$ cat src/rtl/lsu_pkg.sv
// Load/store bridge package
// Widths, enums and request/response structs shared by the CPU and cache side

package lsu_pkg;

    // ------------------------------
    // Widths
    // ------------------------------
    localparam int XLEN     = 64;   // Data and address width
    localparam int OFFSET_W = 3;    // Byte offset inside a double word
    localparam int BE_W     = 8;    // One enable per byte

    typedef logic [XLEN-1:0]     xlen_t;
    typedef logic [OFFSET_W-1:0] offset_t;
    typedef logic [BE_W-1:0]     be_t;

    // ------------------------------
    // Enums
    // ------------------------------
    // Instruction kinds from the CPU
    typedef enum logic [3:0] {
        NONE,
        LD,
        LW,
        LWU,
        LH,
        LHU,
        LB,
        LBU,
        SD,
        SW,
        SH,
        SB
    } mem_instr_e;

    typedef enum logic [1:0] {
        OP_NOP,
        OP_LOAD,
        OP_STORE
    } mem_op_e;

    // log2 of the byte count
    typedef enum logic [1:0] {
        SZ_B = 2'd0,
        SZ_H = 2'd1,
        SZ_W = 2'd2,
        SZ_D = 2'd3
    } mem_size_e;

    typedef enum logic [1:0] {
        IDLE,
        REQ,
        WAIT_RESP
    } ctrl_state_e;

    // ------------------------------
    // Structs
    // ------------------------------
    typedef struct packed {
        mem_op_e   op;
        mem_size_e size;
        logic      sign;    // Sign extend on load
    } op_dec_t;

    typedef struct packed {
        logic       valid;
        logic       kill;
        mem_instr_e instr;
        xlen_t      rs1;
        xlen_t      rs2;    // Store data
        xlen_t      imm;
    } cpu_req_t;

    typedef struct packed {
        logic  ready;
        logic  lock;        // Stalls the CPU
        logic  xcpt_ma_ld;
        logic  xcpt_ma_st;
        xlen_t data;
        xlen_t addr;
    } cpu_resp_t;

    typedef struct packed {
        logic      valid;
        logic      we;
        xlen_t     addr;
        xlen_t     wdata;
        be_t       be;
        mem_size_e size;
    } dc_req_t;

    typedef struct packed {
        logic  gnt;     // Request taken
        logic  valid;   // Load data present
        xlen_t data;
    } dc_resp_t;

endpackage

$ cat src/rtl/mem_op_decoder.sv
// Memory instruction decoder
// Maps the CPU instruction kind to operation class, access size and sign

module mem_op_decoder (
    input  lsu_pkg::mem_instr_e instr_i,
    output lsu_pkg::op_dec_t    dec_o
);

    always_comb begin
        // Default is no memory operation
        dec_o.op   = lsu_pkg::OP_NOP;
        dec_o.size = lsu_pkg::SZ_B;
        dec_o.sign = 1'b0;

        case (instr_i)
            // Signed loads
            lsu_pkg::LD: begin
                dec_o.op   = lsu_pkg::OP_LOAD;
                dec_o.size = lsu_pkg::SZ_D;
                dec_o.sign = 1'b1;
            end
            lsu_pkg::LW: begin
                dec_o.op   = lsu_pkg::OP_LOAD;
                dec_o.size = lsu_pkg::SZ_W;
                dec_o.sign = 1'b1;
            end
            lsu_pkg::LH: begin
                dec_o.op   = lsu_pkg::OP_LOAD;
                dec_o.size = lsu_pkg::SZ_H;
                dec_o.sign = 1'b1;
            end
            lsu_pkg::LB: begin
                dec_o.op   = lsu_pkg::OP_LOAD;
                dec_o.size = lsu_pkg::SZ_B;
                dec_o.sign = 1'b1;
            end
            // Unsigned loads
            lsu_pkg::LWU: begin
                dec_o.op   = lsu_pkg::OP_LOAD;
                dec_o.size = lsu_pkg::SZ_W;
            end
            lsu_pkg::LHU: begin
                dec_o.op   = lsu_pkg::OP_LOAD;
                dec_o.size = lsu_pkg::SZ_H;
            end
            lsu_pkg::LBU: dec_o.op = lsu_pkg::OP_LOAD;   // Byte size by default
            // Stores never extend
            lsu_pkg::SD: begin
                dec_o.op   = lsu_pkg::OP_STORE;
                dec_o.size = lsu_pkg::SZ_D;
            end
            lsu_pkg::SW: begin
                dec_o.op   = lsu_pkg::OP_STORE;
                dec_o.size = lsu_pkg::SZ_W;
            end
            lsu_pkg::SH: begin
                dec_o.op   = lsu_pkg::OP_STORE;
                dec_o.size = lsu_pkg::SZ_H;
            end
            lsu_pkg::SB: dec_o.op = lsu_pkg::OP_STORE;
            default: ;   // NONE stays a NOP
        endcase
    end

endmodule

$ cat src/rtl/dcache_req_ctrl.sv
// Data cache request controller
// Captures one CPU request, checks alignment and holds it toward the cache

module dcache_req_ctrl (
    input  logic              clk_i,
    input  logic              rstn_i,
    input  lsu_pkg::cpu_req_t req_i,
    input  lsu_pkg::op_dec_t  dec_i,
    input  lsu_pkg::dc_resp_t dc_resp_i,
    output lsu_pkg::dc_req_t  dc_req_o,
    output logic              ready_o,
    output logic              lock_o,
    output logic              xcpt_ma_ld_o,
    output logic              xcpt_ma_st_o,
    output lsu_pkg::xlen_t    addr_o,
    output lsu_pkg::op_dec_t  load_dec_o,
    output lsu_pkg::offset_t  offset_o
);

    lsu_pkg::ctrl_state_e state_q, state_d;

    lsu_pkg::xlen_t   eff_addr;
    lsu_pkg::offset_t eff_offset;
    lsu_pkg::offset_t size_mask;   // Low address bits that must be zero
    lsu_pkg::be_t     size_be;     // Enables before shifting to the offset
    logic             misaligned;
    logic             accept;

    // Captured request
    lsu_pkg::op_dec_t dec_q;
    lsu_pkg::xlen_t   addr_q;
    lsu_pkg::xlen_t   wdata_q;
    lsu_pkg::be_t     be_q;
    logic             xcpt_ld_q;
    logic             xcpt_st_q;

    // ------------------------------
    // Address and alignment
    // ------------------------------
    assign eff_addr   = req_i.rs1 + req_i.imm;
    assign eff_offset = eff_addr[lsu_pkg::OFFSET_W-1:0];

    always_comb begin
        case (dec_i.size)
            lsu_pkg::SZ_H: begin
                size_mask = 3'b001;
                size_be   = 8'h03;
            end
            lsu_pkg::SZ_W: begin
                size_mask = 3'b011;
                size_be   = 8'h0f;
            end
            lsu_pkg::SZ_D: begin
                size_mask = 3'b111;
                size_be   = 8'hff;
            end
            default: begin
                size_mask = 3'b000;   // Bytes are always aligned
                size_be   = 8'h01;
            end
        endcase
    end

    assign misaligned = |(eff_offset & size_mask);
    assign accept     = (state_q == lsu_pkg::IDLE) & req_i.valid & ~req_i.kill
                      & (dec_i.op != lsu_pkg::OP_NOP);

    // ------------------------------
    // State machine
    // ------------------------------
    always_comb begin
        state_d = state_q;
        case (state_q)
            lsu_pkg::IDLE:
                if (accept && !misaligned) state_d = lsu_pkg::REQ;
            lsu_pkg::REQ: begin
                if (req_i.kill) begin
                    state_d = lsu_pkg::IDLE;
                end else if (dc_resp_i.gnt) begin
                    // Store done on gnt, load may get data in the same cycle
                    if (dec_q.op == lsu_pkg::OP_STORE || dc_resp_i.valid) begin
                        state_d = lsu_pkg::IDLE;
                    end else begin
                        state_d = lsu_pkg::WAIT_RESP;
                    end
                end
            end
            lsu_pkg::WAIT_RESP:
                if (req_i.kill || dc_resp_i.valid) state_d = lsu_pkg::IDLE;
            default: state_d = lsu_pkg::IDLE;
        endcase
    end

    always_ff @(posedge clk_i or negedge rstn_i) begin
        if (!rstn_i) begin
            state_q   <= lsu_pkg::IDLE;
            xcpt_ld_q <= 1'b0;
            xcpt_st_q <= 1'b0;
            dec_q     <= '0;
            addr_q    <= '0;
        end else begin
            state_q   <= state_d;
            xcpt_ld_q <= accept & misaligned & (dec_i.op == lsu_pkg::OP_LOAD);
            xcpt_st_q <= accept & misaligned & (dec_i.op == lsu_pkg::OP_STORE);
            if (accept) begin
                dec_q  <= dec_i;
                addr_q <= eff_addr;
            end
        end
    end

    // Store payload, placed at the byte offset
    always_ff @(posedge clk_i) begin
        if (accept) begin
            wdata_q <= req_i.rs2 << {eff_offset, 3'b000};
            be_q    <= size_be << eff_offset;
        end
    end

    // ------------------------------
    // Outputs
    // ------------------------------
    assign dc_req_o.valid = (state_q == lsu_pkg::REQ);
    assign dc_req_o.we    = (dec_q.op == lsu_pkg::OP_STORE);
    assign dc_req_o.addr  = addr_q;
    assign dc_req_o.wdata = wdata_q;
    assign dc_req_o.be    = be_q;
    assign dc_req_o.size  = dec_q.size;

    // Completion, never on a killed request
    assign ready_o = ~req_i.kill & (
          ((state_q == lsu_pkg::REQ) & dc_resp_i.gnt
              & ((dec_q.op == lsu_pkg::OP_STORE) | dc_resp_i.valid))
        | ((state_q == lsu_pkg::WAIT_RESP) & dc_resp_i.valid));

    assign lock_o       = (state_q != lsu_pkg::IDLE) & ~ready_o;
    assign xcpt_ma_ld_o = xcpt_ld_q;
    assign xcpt_ma_st_o = xcpt_st_q;
    assign addr_o       = addr_q;
    assign load_dec_o   = dec_q;
    assign offset_o     = addr_q[lsu_pkg::OFFSET_W-1:0];

endmodule

$ cat src/rtl/load_align.sv
// Load data aligner
// Moves the addressed bytes down and zero or sign extends them

module load_align (
    input  lsu_pkg::xlen_t   data_i,
    input  lsu_pkg::op_dec_t dec_i,
    input  lsu_pkg::offset_t offset_i,
    output lsu_pkg::xlen_t   data_o
);

    lsu_pkg::xlen_t shifted;
    logic           fill;   // Value of the upper bits

    assign shifted = data_i >> {offset_i, 3'b000};

    always_comb begin
        case (dec_i.size)
            lsu_pkg::SZ_B: begin
                fill   = dec_i.sign & shifted[7];
                data_o = {{(lsu_pkg::XLEN-8){fill}}, shifted[7:0]};
            end
            lsu_pkg::SZ_H: begin
                fill   = dec_i.sign & shifted[15];
                data_o = {{(lsu_pkg::XLEN-16){fill}}, shifted[15:0]};
            end
            lsu_pkg::SZ_W: begin
                fill   = dec_i.sign & shifted[31];
                data_o = {{(lsu_pkg::XLEN-32){fill}}, shifted[31:0]};
            end
            default: begin
                fill   = 1'b0;      // Full word, nothing to extend
                data_o = shifted;
            end
        endcase
    end

endmodule

$ cat src/rtl/lsu_dcache_if.sv
// Load/store bridge top
// Decoder, request controller and load aligner between CPU and data cache

module lsu_dcache_if (
    input  logic               clk_i,
    input  logic               rstn_i,
    input  lsu_pkg::cpu_req_t  cpu_req_i,
    output lsu_pkg::cpu_resp_t cpu_resp_o,
    output lsu_pkg::dc_req_t   dc_req_o,
    input  lsu_pkg::dc_resp_t  dc_resp_i
);

    lsu_pkg::op_dec_t dec;
    lsu_pkg::op_dec_t load_dec;   // Operation of the open request
    lsu_pkg::offset_t offset;

    mem_op_decoder i_mem_op_decoder (
        .instr_i (cpu_req_i.instr),
        .dec_o   (dec)
    );

    dcache_req_ctrl i_dcache_req_ctrl (
        .clk_i        (clk_i),
        .rstn_i       (rstn_i),
        .req_i        (cpu_req_i),
        .dec_i        (dec),
        .dc_resp_i    (dc_resp_i),
        .dc_req_o     (dc_req_o),
        .ready_o      (cpu_resp_o.ready),
        .lock_o       (cpu_resp_o.lock),
        .xcpt_ma_ld_o (cpu_resp_o.xcpt_ma_ld),
        .xcpt_ma_st_o (cpu_resp_o.xcpt_ma_st),
        .addr_o       (cpu_resp_o.addr),
        .load_dec_o   (load_dec),
        .offset_o     (offset)
    );

    load_align i_load_align (
        .data_i   (dc_resp_i.data),
        .dec_i    (load_dec),
        .offset_i (offset),
        .data_o   (cpu_resp_o.data)
    );

endmodule

$ cat config.mk
export PLATFORM = sky130hd
export DESIGN_NAME = lsu_dcache_if
export DESIGN_NICKNAME = d
export VERILOG_FILES = /design/src/rtl/lsu_pkg.sv /design/src/rtl/mem_op_decoder.sv /design/src/rtl/dcache_req_ctrl.sv /design/src/rtl/load_align.sv /design/src/rtl/lsu_dcache_if.sv
export SDC_FILE = /design/constraint.sdc
export NUM_CORES = 1
export LEC_CHECK = 0
export BUFFER_PORTS_ARGS = -buffer_cell sky130_fd_sc_hd__buf_2
export CAP_MARGIN = 40
export CELL_PAD_IN_SITES_DETAIL_PLACEMENT = 1
export CELL_PAD_IN_SITES_GLOBAL_PLACEMENT = 1
export CORE_MARGIN = 5
export CORE_UTILIZATION = 30
export DETAILED_ROUTE_END_ITERATION = 12
export PLACE_DENSITY_LB_ADDON = 0.1
export SLEW_MARGIN = 20
export SYNTH_ARGS = -nofsm -noshare
export SYNTH_HDL_FRONTEND = slang
export SYNTH_SLANG_ARGS = --single-unit
$ cat constraint.sdc
create_clock -name clk_i -period 10.4 [get_ports clk_i]
set_input_delay 3.12 -clock clk_i [delete_from_list [all_inputs] [get_ports clk_i]]
set_output_delay 3.12 -clock clk_i [all_outputs]
set_load 0.1 [all_outputs]
==> impl.org <==
** STA
- Maximum frequency from static timing analysis :: about 120 MHz
- Slew Limit Fails :: 0
- Worst relative slew slack :: 43.61%
- In the final timing run, aggregate negative setup slack is 0 ps.
- In the finished design, the share of the clock period the worst path needs comes to roughly four fifths.
- Transition time of the tightest slew-check pin :: roughly 840 ps
- Period minus WS final :: about 8500 ps
- Clk_skew :: ~11 ps
- RSZ-0062 raised after global routing :: false
- Count of endpoints failing setup in the final report :: 0
- Final Hold Viols :: 0
- Setup ws final :: roughly 1900 ps

** Clock tree
- Buffers inserted to repair hold after CTS numbered 0.
- Clock latency on the worst-skew pair, taken at its later pin, is roughly 460 ps.
- Number of resized instances in the post-cts repair step :: 0
- Clock slew seen by the registers of the worst setup and hold paths :: approximately 60 ps
- Post-CTS timing repair inserted 0 buffers for setup.
- Buffers inserted during clock tree synthesis total 17.
- Number of clock sinks :: between 100 and 150
- CTS tree :: yes
- The clock passes through at most 2 buffers.
- Clock tree root driver cell :: sky130_fd_sc_hd__clkbuf_16
- The H-tree generated during clock tree synthesis spans 4 levels.

** Critical path
- Startpoint type of the worst setup path :: input pin
- Critical Path End Type :: primary output
- Reg2reg setup slack :: 7720 ps
- The worst register-to-register path ends at i_dcache_req_ctrl.wdata_q[18].
- For the worst setup path, the data required time is between 7000 and 8000 ps.
- In this run the critical register-to-register path is launched from i_dcache_req_ctrl.state_q[1].
- Measured in cells, the most critical reg-to-reg path has a length of 6.
- Crit path kind :: in2out
- STA puts the critical path data arrival time at approximately 5400 ps.
- In this run the worst path has a maximum fanout of 28.

** Synth
- Post-synthesis net count :: ~1900
- For this run, the leading register cell type out of synthesis is sky130_fd_sc_hd__dfrtp_1.
- In the post-synthesis netlist, the cell with the most instances is sky130_fd_sc_hd__nand2_1.
- For this run, asynchronously set or reset flops after synthesis account for between 50% and 60%.
- Ranked by total cell area, the synthesized netlist is headed by sky130_fd_sc_hd__edfxtp_1, sky130_fd_sc_hd__dfrtp_1, sky130_fd_sc_hd__nand2_1.
- The portion of synthesized area spent on multiplexers is 14.74%.
- Post-synth cell types :: 65
- Post-Synthesis Cells :: around 1600
- Most frequent cells after synthesis :: sky130_fd_sc_hd__nand2_1, sky130_fd_sc_hd__o21ai_0, sky130_fd_sc_hd__a21oi_1
- Cell Area, Synth :: approximately 13000 um^2
- Fraction of the mapped netlist area in simple logic gates :: 16.04%
- Summing the areas of all compound-gate instances in the mapped netlist gives just over 20% of the synthesized area.
- In this run, synthesis inferred just over 70 flip-flops with an integrated enable.
- Cell taking the most area after synthesis :: sky130_fd_sc_hd__edfxtp_1
- In this run the biggest area consumer among cell types represents roughly 16% of the synthesized area.
- In this run the mean area of a mapped cell was between 8 and 9 um^2.
- After Yosys synthesis, XOR and XNOR cells account for roughly 4.0% of the synthesized area.
- Yosys printed 0 warnings.
- In this run, synthesis produced a sequential element count of 145.
- Main combinational cell family by area after synthesis :: compound AO/OA/AOI/OAI gates
- After Yosys synthesis, full adders, half adders and majority gates account for under 10% of the synthesized area.
- Sequential fraction of the synthesis area :: a little under a third

** Job
- Across the run, the number of max-cap violations was 0.

** Detailed routing
- Number of DRC violations after detailed routing :: 0
- Antenna-violating nets left :: 0
- The detailed router finished its first iteration with slightly above 700 violations.
- Before antenna repair, the detailed router went through 5 iterations.
- Dividing the detail-routed via count by the number of cells gives ~5.2.
- Dividing the detail-routed wire length by the instance count gives roughly 21 um.
- Detailed routing inserted a total of about 13000 vias.
- Total Routed Length :: around 55 mm

** Placed design
- Sum of net half-perimeters after detailed placement :: 43.91 mm
- Once placement finished, the instance area stood at between 15000 and 20000 um^2.
- Routability-driven placement finished with a final weighted congestion of about 0.85.
- Setup slack after placement :: around 1900 ps
- Port buffer count :: ~540

** Pwr
- For this design the static power due to leakage is ~7.9 nW.
- Across the VDD grid, the largest voltage drop is 0.0002826 V.
- Total power for the finished layout comes to around 4.7 mW.
- In this run the power density over the cells is 282.9 nW/um^2.

** Floorplan
- The floorplan has 76 rows.
- Boundary pin count :: ~540
- Measured along the y axis, the die boundary spans approximately 220 um.
- The die covers approximately 48000 um^2.
- Die Span X :: approximately 220 um
- The floorplan step defined a core boundary enclosing 43270 um^2.
- Initial core utilization :: ~30%

** Worst hold path
- Type of the worst min-delay path :: reg2reg
- Hold Path Depth :: 2
- The worst hold path terminates at i_dcache_req_ctrl.load_dec_o[4].
- Origin of the worst min-delay path :: i_dcache_req_ctrl.load_dec_o[4]

** Global routing
- Maximum number of pins on one net before global-route repair :: between 60 and 70
- Vias in the first global route :: approximately 14000
- The number of antenna violations at the first check in global routing is 16.
- Global routing consumed, over all layers together, a little over a fifth of the routing resources.
- The first global-routing pass estimated ~82 mm of wire.
- Summed over all layers, the global routing overflow is 0.

** Final layout
- Final design area excluding fillers :: approximately 17000 um^2
- Compared with the post-synthesis result, the final layout area differs by 25.61%.
- FILL cells :: 5281
- In the final layout, the share of cells above drive strength 1 is 34.24%.
- The net count of the finished layout is 2300.

** Status
- Run status :: finished clean
[metal layers]
layer	wire, um	up-vias	track usage (%)
met4	1321	14	6.071
li1	-	6396	-
met2	27130	380	37.89
met5	92	-	0
met1	23100	6477	27.35
met3	3244	70	4.718
[report_power, final]
group / leakage, nW / internal (mW) / switching (mW)
clock network: 0.285 / 0.342 / 0.304
registers: 1.60 / 0.714 / 0.0841
logic: 6.05 / 0.570 / 2.66
[placed cells by master, fill, tap and decap left out, types with 31 or more instances in the layout]
cell type / instances
sky130_fd_sc_hd__o21ai_0: 171
sky130_fd_sc_hd__buf_2: 537
sky130_fd_sc_hd__a21oi_1: 119
sky130_fd_sc_hd__mux2_2: 32
sky130_fd_sc_hd__a21o_1: 42
sky130_fd_sc_hd__xnor2_1: 35
sky130_fd_sc_hd__dfrtp_1: 71
sky130_fd_sc_hd__mux2i_1: 87
sky130_fd_sc_hd__nand2_1: 245
sky130_fd_sc_hd__inv_1: 40
sky130_fd_sc_hd__nor2_1: 105
sky130_fd_sc_hd__edfxtp_1: 72
sky130_fd_sc_hd__nand3_1: 31
sky130_fd_sc_hd__ha_1: 62
sky130_fd_sc_hd__mux4_2: 31
[cell families after synthesis]
logic type | count (synthesis)
compound gates | 446
xor+xnor | 60
fa+ha+maj | 64
buf+inv | 225
flops | 145
mux | 151
simple gates | 486
[critical path, stage by stage]
cell                        delay (ps)
sky130_fd_sc_hd__buf_2             120
sky130_fd_sc_hd__mux2_2            270
sky130_fd_sc_hd__o21ai_0           240
sky130_fd_sc_hd__mux2i_2           140
sky130_fd_sc_hd__o2111ai_1         210
sky130_fd_sc_hd__buf_4             260
sky130_fd_sc_hd__nand2_1           100
sky130_fd_sc_hd__nand3_1           220
sky130_fd_sc_hd__buf_6             250
sky130_fd_sc_hd__o21ai_0           130
sky130_fd_sc_hd__buf_2             320
[state kept, by name (all words and copies together), names as in the netlist]
| name | cells |
|---|---|
| i_dcache_req_ctrl.wdata_q | 64 |
| i_dcache_req_ctrl.dc_req_o | 2 |
| i_dcache_req_ctrl.load_dec_o | 3 |
| i_dcache_req_ctrl.addr_o | 64 |
| i_dcache_req_ctrl.xcpt_ma_ld_o | 1 |
| i_dcache_req_ctrl.be_q | 8 |
| i_dcache_req_ctrl.state_q | 2 |
| i_dcache_req_ctrl.xcpt_ma_st_o | 1 |
[final cells by class]
cell class,count,area [um^2],share of cell area [%]
antenna,9,22.52,0.1363
clock buffer,17,425.4,2.574
clock inverter,15,165.2,0.9994
inverter,42,158.9,0.9615
multi-input combinational,1207,8102,49.02
sequential,145,3991,24.15
tap,585,732.0,4.429
timing repair buffer,557,2929,17.72
[metrics by stage]
stage	hold slack (ps)	instances	util, %
after floorplan	454.8	1577	-
after global placement	469.7	2529	36.45
after detailed placement	489.6	2536	36.78
after CTS	505.3	2568	38.14
after global routing	532.5	2576	38.19
final	497.9	2577	38.20
[worst max-delay path by stage]
| stage | from | endpoint | slack [ps] | cells past startpoint |
|---|---|---|---|---|
| floorplan | dc_resp_i[63] | cpu_resp_o[110] | 90 | 9 |
| global placement | dc_resp_i[63] | cpu_resp_o[111] | 1600 | 12 |
| detailed placement | dc_resp_i[55] | cpu_resp_o[113] | 1910 | 11 |
| CTS | dc_resp_i[55] | cpu_resp_o[113] | 1900 | 11 |
| global route | dc_resp_i[63] | cpu_resp_o[113] | 1640 | 13 |
| finish | dc_resp_i[55] | cpu_resp_o[113] | 1890 | 11 |
Note: power is estimated with default switching activity, not from simulation.
